[src/source/ex_pkg.sv]
package ex_pkg;

    localparam int XLEN      = 32;
    localparam int INST_LEN  = 32;
    localparam int SHAMT_W   = $clog2(XLEN);
    localparam int DIV_CNT_W = $clog2(XLEN);

    // alu operation select from decode
    typedef enum logic [4:0] {
        ALU_ADD    = 5'd0,
        ALU_SUB    = 5'd1,
        ALU_SLL    = 5'd2,
        ALU_SLT    = 5'd3,
        ALU_SLTU   = 5'd4,
        ALU_XOR    = 5'd5,
        ALU_SRL    = 5'd6,
        ALU_SRA    = 5'd7,
        ALU_OR     = 5'd8,
        ALU_AND    = 5'd9,
        ALU_LUI    = 5'd10,
        ALU_MUL    = 5'd11,
        ALU_MULH   = 5'd12,
        ALU_MULHSU = 5'd13,
        ALU_MULHU  = 5'd14
    } alu_op_e;

    typedef enum logic [2:0] {
        DIV_DIV  = 3'd0,
        DIV_DIVU = 3'd1,
        DIV_REM  = 3'd2,
        DIV_REMU = 3'd3
    } div_op_e;

    // forwarding source of an operand
    typedef enum logic [1:0] {
        FW_RF = 2'd0,
        FW_EX = 2'd1,
        FW_LS = 2'd2,
        FW_WB = 2'd3
    } fw_sel_e;

    typedef enum logic [1:0] {
        SRC2_RS2  = 2'd0,
        SRC2_IMM  = 2'd1,
        SRC2_ZERO = 2'd2,
        SRC2_FOUR = 2'd3
    } src2_sel_e;

    // major opcode in instr[6:2]
    typedef enum logic [4:0] {
        OPC_LOAD   = 5'b00000,
        OPC_STORE  = 5'b01000,
        OPC_BRANCH = 5'b11000,
        OPC_JAL    = 5'b11011,
        OPC_JALR   = 5'b11001,
        OPC_OP     = 5'b01100,
        OPC_OP_IMM = 5'b00100,
        OPC_LUI    = 5'b01101,
        OPC_AUIPC  = 5'b00101
    } opcode_e;

    // branch funct3
    typedef enum logic [2:0] {
        BRC_BEQ  = 3'b000,
        BRC_BNE  = 3'b001,
        BRC_BLT  = 3'b100,
        BRC_BGE  = 3'b101,
        BRC_BLTU = 3'b110,
        BRC_BGEU = 3'b111
    } brc_f3_e;

    typedef enum logic [1:0] {
        DS_IDLE = 2'd0,
        DS_CALC = 2'd1,
        DS_FIX  = 2'd2
    } div_state_e;

    typedef struct packed {
        logic [XLEN-1:0]     pc;
        logic [INST_LEN-1:0] instr;
        logic [XLEN-1:0]     rs1;
        logic [XLEN-1:0]     rs2;
        logic [XLEN-1:0]     imm;
        alu_op_e             aluctr;
        logic                is_jal;
        logic                is_jalr;
        logic                is_brc;
        logic                src1_sel;
        src2_sel_e           src2_sel;
        fw_sel_e             rs1_sel;
        fw_sel_e             rs2_sel;
        logic                div_en;
        div_op_e             div_sel;
    } ex_req_t;

    typedef struct packed {
        logic [XLEN-1:0] ex;
        logic [XLEN-1:0] ls;
        logic [XLEN-1:0] wb;
    } fw_data_t;

    typedef struct packed {
        logic [XLEN-1:0] alures;
        logic [XLEN-1:0] rs2;
        logic            rden;
        logic            wren;
        logic            valid;
    } ex_res_t;

    typedef struct packed {
        logic [XLEN-1:0] pc_next;
        logic            is_jump;
    } brc_res_t;

endpackage

[src/source/ex_alu.sv]
`timescale 1ns/1ps

module ex_alu
    import ex_pkg::*;
(
    input  logic            clk,
    input  logic            arst_n_i,
    input  alu_op_e         alu_op_i,
    input  logic [XLEN-1:0] src1_i,
    input  logic [XLEN-1:0] src2_i,
    input  logic            div_en_i,
    input  div_op_e         div_sel_i,
    output logic [XLEN-1:0] alures_o,
    output logic            not_ok_o
);

    logic [SHAMT_W-1:0]       shamt;
    logic [XLEN-1:0]          op_res;
    logic                     mul_sa;
    logic                     mul_sb;
    logic signed [XLEN:0]     mul_a;
    logic signed [XLEN:0]     mul_b;
    logic signed [2*XLEN+1:0] mul_prod;

    logic            div_start;
    logic            div_busy;
    logic            div_done;
    logic            same_req;
    logic [XLEN-1:0] div_res;

    // operands of the last started divide
    logic            key_vld_q;
    logic [XLEN-1:0] key_a_q;
    logic [XLEN-1:0] key_b_q;
    div_op_e         key_op_q;

    assign shamt = src2_i[SHAMT_W-1:0];

    // one 33x33 signed multiplier covers all four variants
    assign mul_sa   = (alu_op_i == ALU_MULH) || (alu_op_i == ALU_MULHSU);
    assign mul_sb   = (alu_op_i == ALU_MULH);
    assign mul_a    = $signed({mul_sa & src1_i[XLEN-1], src1_i});
    assign mul_b    = $signed({mul_sb & src2_i[XLEN-1], src2_i});
    assign mul_prod = mul_a * mul_b;

    always_comb begin
        case (alu_op_i)
            ALU_ADD:    op_res = src1_i + src2_i;
            ALU_SUB:    op_res = src1_i - src2_i;
            ALU_SLL:    op_res = src1_i << shamt;
            ALU_SLT:    op_res = {{(XLEN-1){1'b0}}, $signed(src1_i) < $signed(src2_i)};
            ALU_SLTU:   op_res = {{(XLEN-1){1'b0}}, src1_i < src2_i};
            ALU_XOR:    op_res = src1_i ^ src2_i;
            ALU_SRL:    op_res = src1_i >> shamt;
            ALU_SRA:    op_res = $unsigned($signed(src1_i) >>> shamt);
            ALU_OR:     op_res = src1_i | src2_i;
            ALU_AND:    op_res = src1_i & src2_i;
            ALU_LUI:    op_res = src2_i;
            ALU_MUL:    op_res = mul_prod[XLEN-1:0];
            ALU_MULH,
            ALU_MULHSU,
            ALU_MULHU:  op_res = mul_prod[2*XLEN-1:XLEN];
            default:    op_res = '0;
        endcase
    end

    // held request matches the divide already run
    assign same_req  = (src1_i == key_a_q) && (src2_i == key_b_q) && (div_sel_i == key_op_q);
    assign div_done  = key_vld_q && same_req && !div_busy;
    assign div_start = div_en_i && !div_busy && !div_done;
    assign not_ok_o  = div_en_i && !div_done;

    always_ff @(posedge clk or negedge arst_n_i) begin
        if (!arst_n_i) begin
            key_vld_q <= 1'b0;
        end else if (div_start) begin
            key_vld_q <= 1'b1;
        end
    end

    always_ff @(posedge clk) begin
        if (div_start) begin
            key_a_q  <= src1_i;
            key_b_q  <= src2_i;
            key_op_q <= div_sel_i;
        end
    end

    ex_div u_ex_div (
        .clk        (clk),
        .arst_n_i   (arst_n_i),
        .start_i    (div_start),
        .op_i       (div_sel_i),
        .dividend_i (src1_i),
        .divisor_i  (src2_i),
        .result_o   (div_res),
        .busy_o     (div_busy)
    );

    assign alures_o = div_en_i ? div_res : op_res;

endmodule

[src/source/ex_bcu.sv]
`timescale 1ns/1ps

module ex_bcu
    import ex_pkg::*;
(
    input  logic [XLEN-1:0] rs1_i,
    input  logic [XLEN-1:0] rs2_i,
    input  logic            is_jal_i,
    input  logic            is_jalr_i,
    input  logic            is_brc_i,
    input  logic [2:0]      funct3_i,
    input  logic [XLEN-1:0] imm_i,
    input  logic [XLEN-1:0] pc_i,
    output brc_res_t        brc_o
);

    logic            cond;
    logic            taken;
    logic [XLEN-1:0] jalr_sum;

    always_comb begin
        case (brc_f3_e'(funct3_i))
            BRC_BEQ:  cond = (rs1_i == rs2_i);
            BRC_BNE:  cond = (rs1_i != rs2_i);
            BRC_BLT:  cond = ($signed(rs1_i) < $signed(rs2_i));
            BRC_BGE:  cond = ($signed(rs1_i) >= $signed(rs2_i));
            BRC_BLTU: cond = (rs1_i < rs2_i);
            BRC_BGEU: cond = (rs1_i >= rs2_i);
            // 010 and 011 are not branches
            default:  cond = 1'b0;
        endcase
    end

    assign taken    = is_brc_i && cond;
    assign jalr_sum = rs1_i + imm_i;

    always_comb begin
        if (is_jalr_i) begin
            brc_o.pc_next = {jalr_sum[XLEN-1:1], 1'b0};
            brc_o.is_jump = 1'b1;
        end else if (is_jal_i || taken) begin
            brc_o.pc_next = pc_i + imm_i;
            brc_o.is_jump = 1'b1;
        end else begin
            // fall through
            brc_o.pc_next = pc_i + XLEN'(4);
            brc_o.is_jump = 1'b0;
        end
    end

endmodule

[src/source/ex_div.sv]
`timescale 1ns/1ps

module ex_div
    import ex_pkg::*;
(
    input  logic            clk,
    input  logic            arst_n_i,
    input  logic            start_i,
    input  div_op_e         op_i,
    input  logic [XLEN-1:0] dividend_i,
    input  logic [XLEN-1:0] divisor_i,
    output logic [XLEN-1:0] result_o,
    output logic            busy_o
);

    div_state_e           state_q;
    logic [DIV_CNT_W-1:0] cnt_q;

    logic [XLEN-1:0] quo_q;
    logic [XLEN-1:0] rem_q;
    logic [XLEN-1:0] dvs_q;
    logic [XLEN-1:0] dvd_q;
    logic [XLEN-1:0] result_q;
    logic            neg_quo_q;
    logic            neg_rem_q;
    logic            is_rem_q;
    logic            dz_q;

    logic            is_signed;
    logic            is_rem;
    logic            accept;
    logic [XLEN-1:0] abs_dvd;
    logic [XLEN-1:0] abs_dvs;
    logic [XLEN:0]   rem_shift;
    logic [XLEN:0]   rem_diff;

    assign is_signed = (op_i == DIV_DIV) || (op_i == DIV_REM);
    assign is_rem    = (op_i == DIV_REM) || (op_i == DIV_REMU);
    assign accept    = (state_q == DS_IDLE) && start_i;

    // magnitudes of the operands
    // -2^31 stays 0x80000000 which is right unsigned
    assign abs_dvd = (is_signed && dividend_i[XLEN-1]) ? -dividend_i : dividend_i;
    assign abs_dvs = (is_signed && divisor_i[XLEN-1]) ? -divisor_i : divisor_i;

    // one restoring step per cycle
    assign rem_shift = {rem_q, quo_q[XLEN-1]};
    assign rem_diff  = rem_shift - {1'b0, dvs_q};

    always_ff @(posedge clk or negedge arst_n_i) begin
        if (!arst_n_i) begin
            state_q <= DS_IDLE;
            cnt_q   <= '0;
        end else begin
            case (state_q)
                DS_IDLE: begin
                    if (start_i) begin
                        cnt_q <= '0;
                        // divide by zero skips straight to the fixup
                        state_q <= (divisor_i == '0) ? DS_FIX : DS_CALC;
                    end
                end
                DS_CALC: begin
                    cnt_q <= cnt_q + 1'b1;
                    if (cnt_q == DIV_CNT_W'(XLEN - 1)) begin
                        state_q <= DS_FIX;
                    end
                end
                DS_FIX: begin
                    state_q <= DS_IDLE;
                end
                default: begin
                    state_q <= DS_IDLE;
                end
            endcase
        end
    end

    always_ff @(posedge clk) begin
        if (accept) begin
            quo_q     <= abs_dvd;
            rem_q     <= '0;
            dvs_q     <= abs_dvs;
            dvd_q     <= dividend_i;
            neg_quo_q <= is_signed && (dividend_i[XLEN-1] ^ divisor_i[XLEN-1]);
            neg_rem_q <= is_signed && dividend_i[XLEN-1];
            is_rem_q  <= is_rem;
            dz_q      <= (divisor_i == '0);
        end else if (state_q == DS_CALC) begin
            if (!rem_diff[XLEN]) begin
                rem_q <= rem_diff[XLEN-1:0];
                quo_q <= {quo_q[XLEN-2:0], 1'b1};
            end else begin
                rem_q <= rem_shift[XLEN-1:0];
                quo_q <= {quo_q[XLEN-2:0], 1'b0};
            end
        end
    end

    // sign fixup held until the next start
    always_ff @(posedge clk) begin
        if (state_q == DS_FIX) begin
            if (dz_q) begin
                result_q <= is_rem_q ? dvd_q : '1;
            end else if (is_rem_q) begin
                result_q <= neg_rem_q ? -rem_q : rem_q;
            end else begin
                result_q <= neg_quo_q ? -quo_q : quo_q;
            end
        end
    end

    assign result_o = result_q;
    assign busy_o   = (state_q != DS_IDLE);

endmodule

[src/source/ex_stage.sv]
`timescale 1ns/1ps

module ex_stage
    import ex_pkg::*;
(
    input  logic     clk,
    input  logic     arst_n_i,
    input  ex_req_t  req_i,
    input  fw_data_t fw_i,
    input  logic     ls_addr_ok_i,
    output ex_res_t  res_o,
    output brc_res_t brc_o,
    output logic     stall_o
);

    logic [XLEN-1:0] rs1;
    logic [XLEN-1:0] rs2;
    logic [XLEN-1:0] src1;
    logic [XLEN-1:0] src2;
    logic [XLEN-1:0] alures;
    logic            alu_not_ok;
    opcode_e         opcode;
    logic            full_op;

    function automatic logic [XLEN-1:0] fw_pick(
        input fw_sel_e         sel,
        input logic [XLEN-1:0] rf_val,
        input fw_data_t        fw
    );
        logic [XLEN-1:0] val;
        case (sel)
            FW_EX:   val = fw.ex;
            FW_LS:   val = fw.ls;
            FW_WB:   val = fw.wb;
            default: val = rf_val;
        endcase
        return val;
    endfunction

    // hazard unit supplies the selects
    assign rs1 = fw_pick(req_i.rs1_sel, req_i.rs1, fw_i);
    assign rs2 = fw_pick(req_i.rs2_sel, req_i.rs2, fw_i);

    assign src1 = req_i.src1_sel ? req_i.pc : rs1;

    always_comb begin
        case (req_i.src2_sel)
            SRC2_IMM:  src2 = req_i.imm;
            SRC2_ZERO: src2 = '0;
            SRC2_FOUR: src2 = XLEN'(4);
            default:   src2 = rs2;
        endcase
    end

    ex_alu u_ex_alu (
        .clk       (clk),
        .arst_n_i  (arst_n_i),
        .alu_op_i  (req_i.aluctr),
        .src1_i    (src1),
        .src2_i    (src2),
        .div_en_i  (req_i.div_en),
        .div_sel_i (req_i.div_sel),
        .alures_o  (alures),
        .not_ok_o  (alu_not_ok)
    );

    ex_bcu u_ex_bcu (
        .rs1_i     (rs1),
        .rs2_i     (rs2),
        .is_jal_i  (req_i.is_jal),
        .is_jalr_i (req_i.is_jalr),
        .is_brc_i  (req_i.is_brc),
        .funct3_i  (req_i.instr[14:12]),
        .imm_i     (req_i.imm),
        .pc_i      (req_i.pc),
        .brc_o     (brc_o)
    );

    // 32-bit encodings only
    assign opcode  = opcode_e'(req_i.instr[6:2]);
    assign full_op = (req_i.instr[1:0] == 2'b11);

    assign stall_o = alu_not_ok || !ls_addr_ok_i;

    assign res_o.alures = alures;
    assign res_o.rs2    = rs2;
    assign res_o.rden   = full_op && (opcode == OPC_LOAD);
    assign res_o.wren   = full_op && (opcode == OPC_STORE);
    // result complete this cycle
    assign res_o.valid  = !stall_o;

endmodule

[src/source/ex_top.sv]
`timescale 1ns/1ps

module ex_top
    import ex_pkg::*;
(
    input  logic            clk,
    input  logic            arst_n_i,
    input  ex_req_t         req_i,
    input  logic            req_valid_i,
    input  logic [XLEN-1:0] ls_fw_i,
    input  logic [XLEN-1:0] wb_fw_i,
    input  logic            ls_addr_ok_i,
    output ex_res_t         res_o,
    output brc_res_t        brc_o,
    output logic            stall_o
);

    fw_data_t fw;
    ex_res_t  stage_res;
    logic     stall;

    // execute-to-load/store register
    logic            valid_q;
    logic            rden_q;
    logic            wren_q;
    logic [XLEN-1:0] alures_q;
    logic [XLEN-1:0] rs2_q;

    // ex source is this register's own result
    assign fw = '{ex: alures_q, ls: ls_fw_i, wb: wb_fw_i};

    ex_stage u_ex_stage (
        .clk          (clk),
        .arst_n_i     (arst_n_i),
        .req_i        (req_i),
        .fw_i         (fw),
        .ls_addr_ok_i (ls_addr_ok_i),
        .res_o        (stage_res),
        .brc_o        (brc_o),
        .stall_o      (stall)
    );

    always_ff @(posedge clk or negedge arst_n_i) begin
        if (!arst_n_i) begin
            valid_q <= 1'b0;
            rden_q  <= 1'b0;
            wren_q  <= 1'b0;
        end else if (!stall) begin
            valid_q <= req_valid_i;
            // no strobes from a bubble
            rden_q  <= req_valid_i && stage_res.rden;
            wren_q  <= req_valid_i && stage_res.wren;
        end
    end

    always_ff @(posedge clk) begin
        if (!stall) begin
            alures_q <= stage_res.alures;
            rs2_q    <= stage_res.rs2;
        end
    end

    assign res_o.alures = alures_q;
    assign res_o.rs2    = rs2_q;
    assign res_o.rden   = rden_q;
    assign res_o.wren   = wren_q;
    assign res_o.valid  = valid_q;

    assign stall_o = stall;

endmodule
[config.mk]
export PLATFORM = sky130hd
export DESIGN_NAME = ex_top
export DESIGN_NICKNAME = d
export VERILOG_FILES = /design/src/source/ex_pkg.sv /design/src/source/ex_alu.sv /design/src/source/ex_bcu.sv /design/src/source/ex_div.sv /design/src/source/ex_stage.sv /design/src/source/ex_top.sv
export SDC_FILE = /design/constraint.sdc
export NUM_CORES = 2
export LEC_CHECK = 0
export BUFFER_PORTS_ARGS = -buffer_cell sky130_fd_sc_hd__buf_2
export CAP_MARGIN = 10
export CORE_AREA = 3 3 378 380
export DETAILED_ROUTE_END_ITERATION = 7
export DIE_AREA = 0 0 381 383
export PLACE_DENSITY = 0.67
export SETUP_SLACK_MARGIN = 0.5
export SKIP_CTS_REPAIR_TIMING = 1
export SLEW_MARGIN = 20
export SYNTH_ARGS = -nofsm -noshare
export SYNTH_HDL_FRONTEND = slang
export SYNTH_SLANG_ARGS = --single-unit
[constraint.sdc]
create_clock -name clk -period 17.8 [get_ports clk]
set_input_delay 3.56 -clock clk [delete_from_list [all_inputs] [get_ports clk]]
set_output_delay 3.56 -clock clk [all_outputs]
set_load 0.02 [all_outputs]
Word-level counts from Yosys, hierarchy flattened
Cells that the tools add are included.

operators by class
  $add $sub $neg = 11
  $mul = 1
  div/mod/pow operators = 0
  $lt $le $gt $ge = 6
  equality and inequality tests = 42
  shift-type cells = 3
  mux-type cells = 26
  bitwise gates (word level) = 6
  reduce and logical (&&, ||, !) cells = 36

operator list
  cell                                                                    number
  32-bit case mux with 13 select lines                                    1
  32-bit two-way mux                                                      12
  32-bit case mux with 3 select lines                                     3
  32-bit < comparator                                                     4
  32-bit negator                                                          4
  32-bit adder                                                            3
  32-bit equality test                                                    3
  33-bit two-way mux                                                      2
  32-bit >= comparator                                                    2
  33-bit by 33-bit multiplier with 64-bit output                          1
  5-bit by 4-bit equality test with 1-bit output (second input constant)  8
  33-bit by 32-bit subtractor with 33-bit output                          1
  32-bit by 3-bit adder with 32-bit output (second input constant)        1
  32-bit AND                                                              1
  32-bit zero test                                                        1
  32-bit inequality test                                                  1
  32-bit bitwise OR                                                       1
  32-bit by 5-bit left shift with 32-bit output                           1
  32-bit by 5-bit right shift with 32-bit output                          1
  32-bit by 5-bit >>> shifter with 32-bit output                          1
  32-bit subtractor                                                       1
  32-bit bitwise XOR                                                      1
  5-bit by 3-bit equality test with 1-bit output (second input constant)  4
  2-bit equality test (second input constant)                             8
  27 further kinds                                                        65

storage, ports and cells
  register bits after elaboration = 306
  latch bits = 0
  RAM bits = 0
  bits in read-only memories = 0
  input port bits = 247
  output and inout bits = 101
  word-level logic and storage cells = 151
  memories = 0

Longest topological paths before layout
  depth after elaboration = 12
  depth in mapped cells = 40
  mapped depth without buffers = 32

Modules after synthesis
Synthesis repeated with hierarchy kept, for this count alone.

unflattened totals
  cells, all modules = 8,180
  area total of the unflattened synthesis = 70,570.2 um^2

by module, submodules not included
  module    times used  cells an instance  area each (um^2)
  ex_alu    1           5,895              49,372.4
  ex_div    1           1,188              11,053.1
  ex_bcu    1           750                5,250.0
  ex_stage  1           269                2,831.5
  ex_top    1           78                 2,063.2

Worst setup path after synthesis
Ideal clock, no wire load.

  kind = in2reg
  start = input req_i[4] (netlist name)
  end = register alures_q[20] (data pin)
  setup time = 0.136 ns
  arrival time = 13.464 ns
  data required time = 17.664 ns
  setup slack = 4.200 ns
  stages = 37
  path buffers = 9
  cell sequence = clkbuf_1 buf_2 buf_2 mux4_2 a21o_1 buf_2 inv_1 clkbuf_1 clkbuf_1 clkbuf_1 clkbuf_1 buf_1 nor2_1 fa_1 inv_1 fa_1 inv_1 fa_1 inv_1 fa_1 fa_1 inv_1 fa_1 fa_1 inv_1 fa_1 inv_1 ha_1 and3_1 nand2_1 a2bb2oi_1 o21ai_0 a41oi_1 o41ai_1 a41oi_1 or4b_2 nand3_1

RTL lines
  what                    RTL line      text
  start: declaration      ex_top.sv:8   input ex_req_t req_i,
  end signal: assignment  ex_top.sv:58  alures_q <= stage_res.alures;
  end: declaration        ex_top.sv:26  logic [XLEN-1:0] alures_q;

==> metrics.md <==
| Metric | Value |
|---|---|
| Avg WL per Cell | 34.3 um |
| Busiest layer in global routing | met2 |
| Vias per cell | 6.48 |
| Kind of critical path | in -> reg |
| Clk root buf | clkbuf_16 |
| # setup viols final | 0 |
| Seq/Total Area, Yosys | 12.6% |
| Total gr overflow | 0 |
| Crit end category | flip-flop |
| Via Count | 65400 |
| Ranking of synthesized cells by area | fa_1 32%, edfxtp_1 11%, ha_1 7.9% |
| Cell area after synthesis | 69800 sq um |
| Vias in the first global route | 64600 |
| CP startpoint kind | input port |
| CTS clk-pin slew, worst paths | 60 ps |
| Top cell type's share of synthesized area | 32.4% |
| Hold crit path type | reg -> reg |
| Clock Sinks | 306 |
| Worst path most repeated cell | fa_1 |
| Clk_lat worst skew | 620 ps |
| CP max stage cell | nor3_1 |
| CTS tree | built |
| Initial Util | 50.0% |
| MaxCap Viol Count | 0 |
| Total Wirelength | 346000 um |
| Fin Clk Skew | 39.4 ps |
| H-tree depth | 2 |
| DRC viols | 0 |
| Fmax | 64.4 MHz |
| Detailed Route Iter0 Violations | 8339 |
| Hold path depth | 1 |
| Buffers on Ports | 325 |
| Tmin final | 15520 ps |
| Die Ht | 383 um |
| Clk buf depth | 3 |
| Dpl hpwl | 272000 um |
| Period utilisation layout | 87.2% |
| RSZ-0062 raised after global routing | false |
| CP Max Fanout | 22 |
| Ys flop type | edfxtp_1 |
| Avg Cell Area, Syn | 8.69 sq um |
| # nets final | 9967 |
| Synth warnings | 0 |
| Cell depth of the worst flop-to-flop path | 29 |
| Antenna viol nets, final | 0 |
| CP required | 18150 ps |
| Max-slew headroom | 16.9% |
| Routability Congestion | 1.14 |
| Final hold vios | 0 |
| Antenna violations before repair | 48 |
| Worst Max-Slew Pin Slew | 1240 ps |
| Chip width | 381 um |
| Post-Syn Instances | 8037 |
| DIE AREA | 146000 sq um |
| Commonest non-fill, non-tap cells in the layout | 1319 x inv_1, 1129 x fa_1, 1043 x nand2_1 |
| M3 GR Usage | 13.0% |
| Run status | finished, final reports clean |
| Max stage delay on crit path | 880 ps |
| Post-synth net total | 9855 |
| Met2 Use GR | 68.8% |
| I/O pin total | 348 |
| CTS Buf Count | 38 |
| Core Footprint | 140000 sq um |
| Routing usage on met1 | 61.6% |
| FP Rows | 137 |
| Seq cells post-synth | 306 |
| Synth unique cells | 95 |
| Global-route wire length before repair | 487000 um |
| Area leader, netlist | fa_1 |
| Max Slew Vio Count | 0 |
| Layout Utilization | 54.0% |
| Data arrival, critical path | 15870 ps |
| Fillers | 13100 |
| Sum of negative setup slack | 0 ps |
| Layout cell share with drive strength beyond 1 | 10.3% |
| Commonest non-fill, non-tap cell in the layout | inv_1 |
| GRT Total Usage | 47.1% |
| Largest net degree at the start of global routing | 95 |
| Post-synth EDFFs | 263 |
| Area Overhead vs Synth | 7.95% |
| Router iterations before antenna repair | 8 |
| Ys async rst share | 3.59% |
final timing paths:
check	slack, ps	from	to
min	480	u_ex_stage.u_ex_alu.key_vld_q$_DFFE_PN0P_	u_ex_stage.u_ex_alu.key_vld_q$_DFFE_PN0P_
max in group asynchronous	14750	arst_n_i	u_ex_stage.u_ex_alu.u_ex_div.cnt_q[0]$_DFFE_PN0P_
max	2280	req_i[5]	alures_q[7]$_DFFE_PN_
min in group asynchronous	2840	arst_n_i	wren_q$_DFFE_PN0N_
max reg2reg	5300	alures_q[31]$_DFFE_PN_	alures_q[7]$_DFFE_PN_
min reg2reg	480	u_ex_stage.u_ex_alu.key_vld_q$_DFFE_PN0P_	u_ex_stage.u_ex_alu.key_vld_q$_DFFE_PN0P_
Yosys cell counts, types with 20 or more instances:
master,instances
o21bai_1,29
o31ai_1,73
o21a_1,41
xnor2_1,241
and2_1,20
clkbuf_1,335
nand3_1,118
nor2b_1,37
nor4_1,44
a21oi_1,332
a211oi_1,75
dfxtp_1,32
o221ai_1,22
nor3_1,94
or3_1,41
buf_2,25
fa_1,1130
buf_1,104
mux2i_1,144
ha_1,441
o22a_1,37
nand4_1,38
edfxtp_1,263
a21o_1,87
nand2b_1,66
inv_1,1329
mux2_2,52
xor2_1,106
o21ai_0,305
o22ai_1,25
and3_1,34
o211ai_1,60
nor2_1,687
a31oi_1,58
mux4_2,63
a221oi_1,43
nand2_1,1044
cell type report:
class	instances	area, sq um	area share (%)
antenna	32	80.1	0.106
clock buffer	47	1040	1.37
clock inverter	23	272	0.360
inverter	1358	5100	6.77
multi-input combinational	5902	54400	72.2
sequential	306	8810	11.7
tap	1876	2350	3.11
timing repair buffer	543	3330	4.41
per-stage QoR:
| stage | setup WS (ps) | instances | hold WS [ps] | area [sq um] |
|---|---|---|---|---|
| floorplan | 4200 | 8037 | 434 | 69800 |
| global placement | 2490 | 9985 | 455 | 74000 |
| detailed placement | 2430 | 9985 | 465 | 74000 |
| CTS | 2960 | 10100 | 483 | 75300 |
| global route | 2630 | 10100 | 493 | 75300 |
| finish | 2280 | 10100 | 480 | 75400 |
flip-flops by register name (all words and copies together) (netlist names), 2 cells and up:
register,count
alures_q,32
rs2_q,32
u_ex_stage.u_ex_alu.key_a_q,32
u_ex_stage.u_ex_alu.key_b_q,32
u_ex_stage.u_ex_alu.u_ex_div.dvd_q,32
u_ex_stage.u_ex_alu.u_ex_div.dvs_q,32
u_ex_stage.u_ex_alu.u_ex_div.quo_q,32
u_ex_stage.u_ex_alu.u_ex_div.rem_q,32
u_ex_stage.u_ex_alu.u_ex_div.result_o,32
u_ex_stage.u_ex_alu.u_ex_div.cnt_q,5
u_ex_stage.u_ex_alu.key_op_q,3
u_ex_stage.u_ex_alu.u_ex_div.state_q,2
critical path: cells and delay by family:
family	cells	cell delay (ps)
AOI/OAI and AO/OA	5	2030
xor gates and xnor gates	1	840
adders and majority gates	9	4580
buffers and inverters	7	1930
muxes	1	510
and+or+nand+nor	7	2370
per-layer routing:
layer  share of wire (%)  up-vias
met4                 8.4       16
met5               0.032        -
met2                  42     4624
met1                  37    33000
li1                    -    26600
met3                  13     1149
cell families (layout without fill, tap and decap cells):
family | Yosys count | count (layout) | synth area share, %
flip-flops | 306 | 306 | 12.6
buffers and inverters | 1829 | 1971 | 9.94
other | 0 | 32 | 0
AND/OR/NAND/NOR | 2307 | 2307 | 14.3
XOR/XNOR | 347 | 347 | 4.35
multiplexers | 259 | 259 | 4.94
adder cells (fa/ha/maj) | 1571 | 1571 | 40.3
AO/OA/AOI/OAI | 1418 | 1418 | 13.5
Power is left out: the tool's default activity adds up to more than one toggle a clock period on the data nets, which glitch-free logic cannot reach.
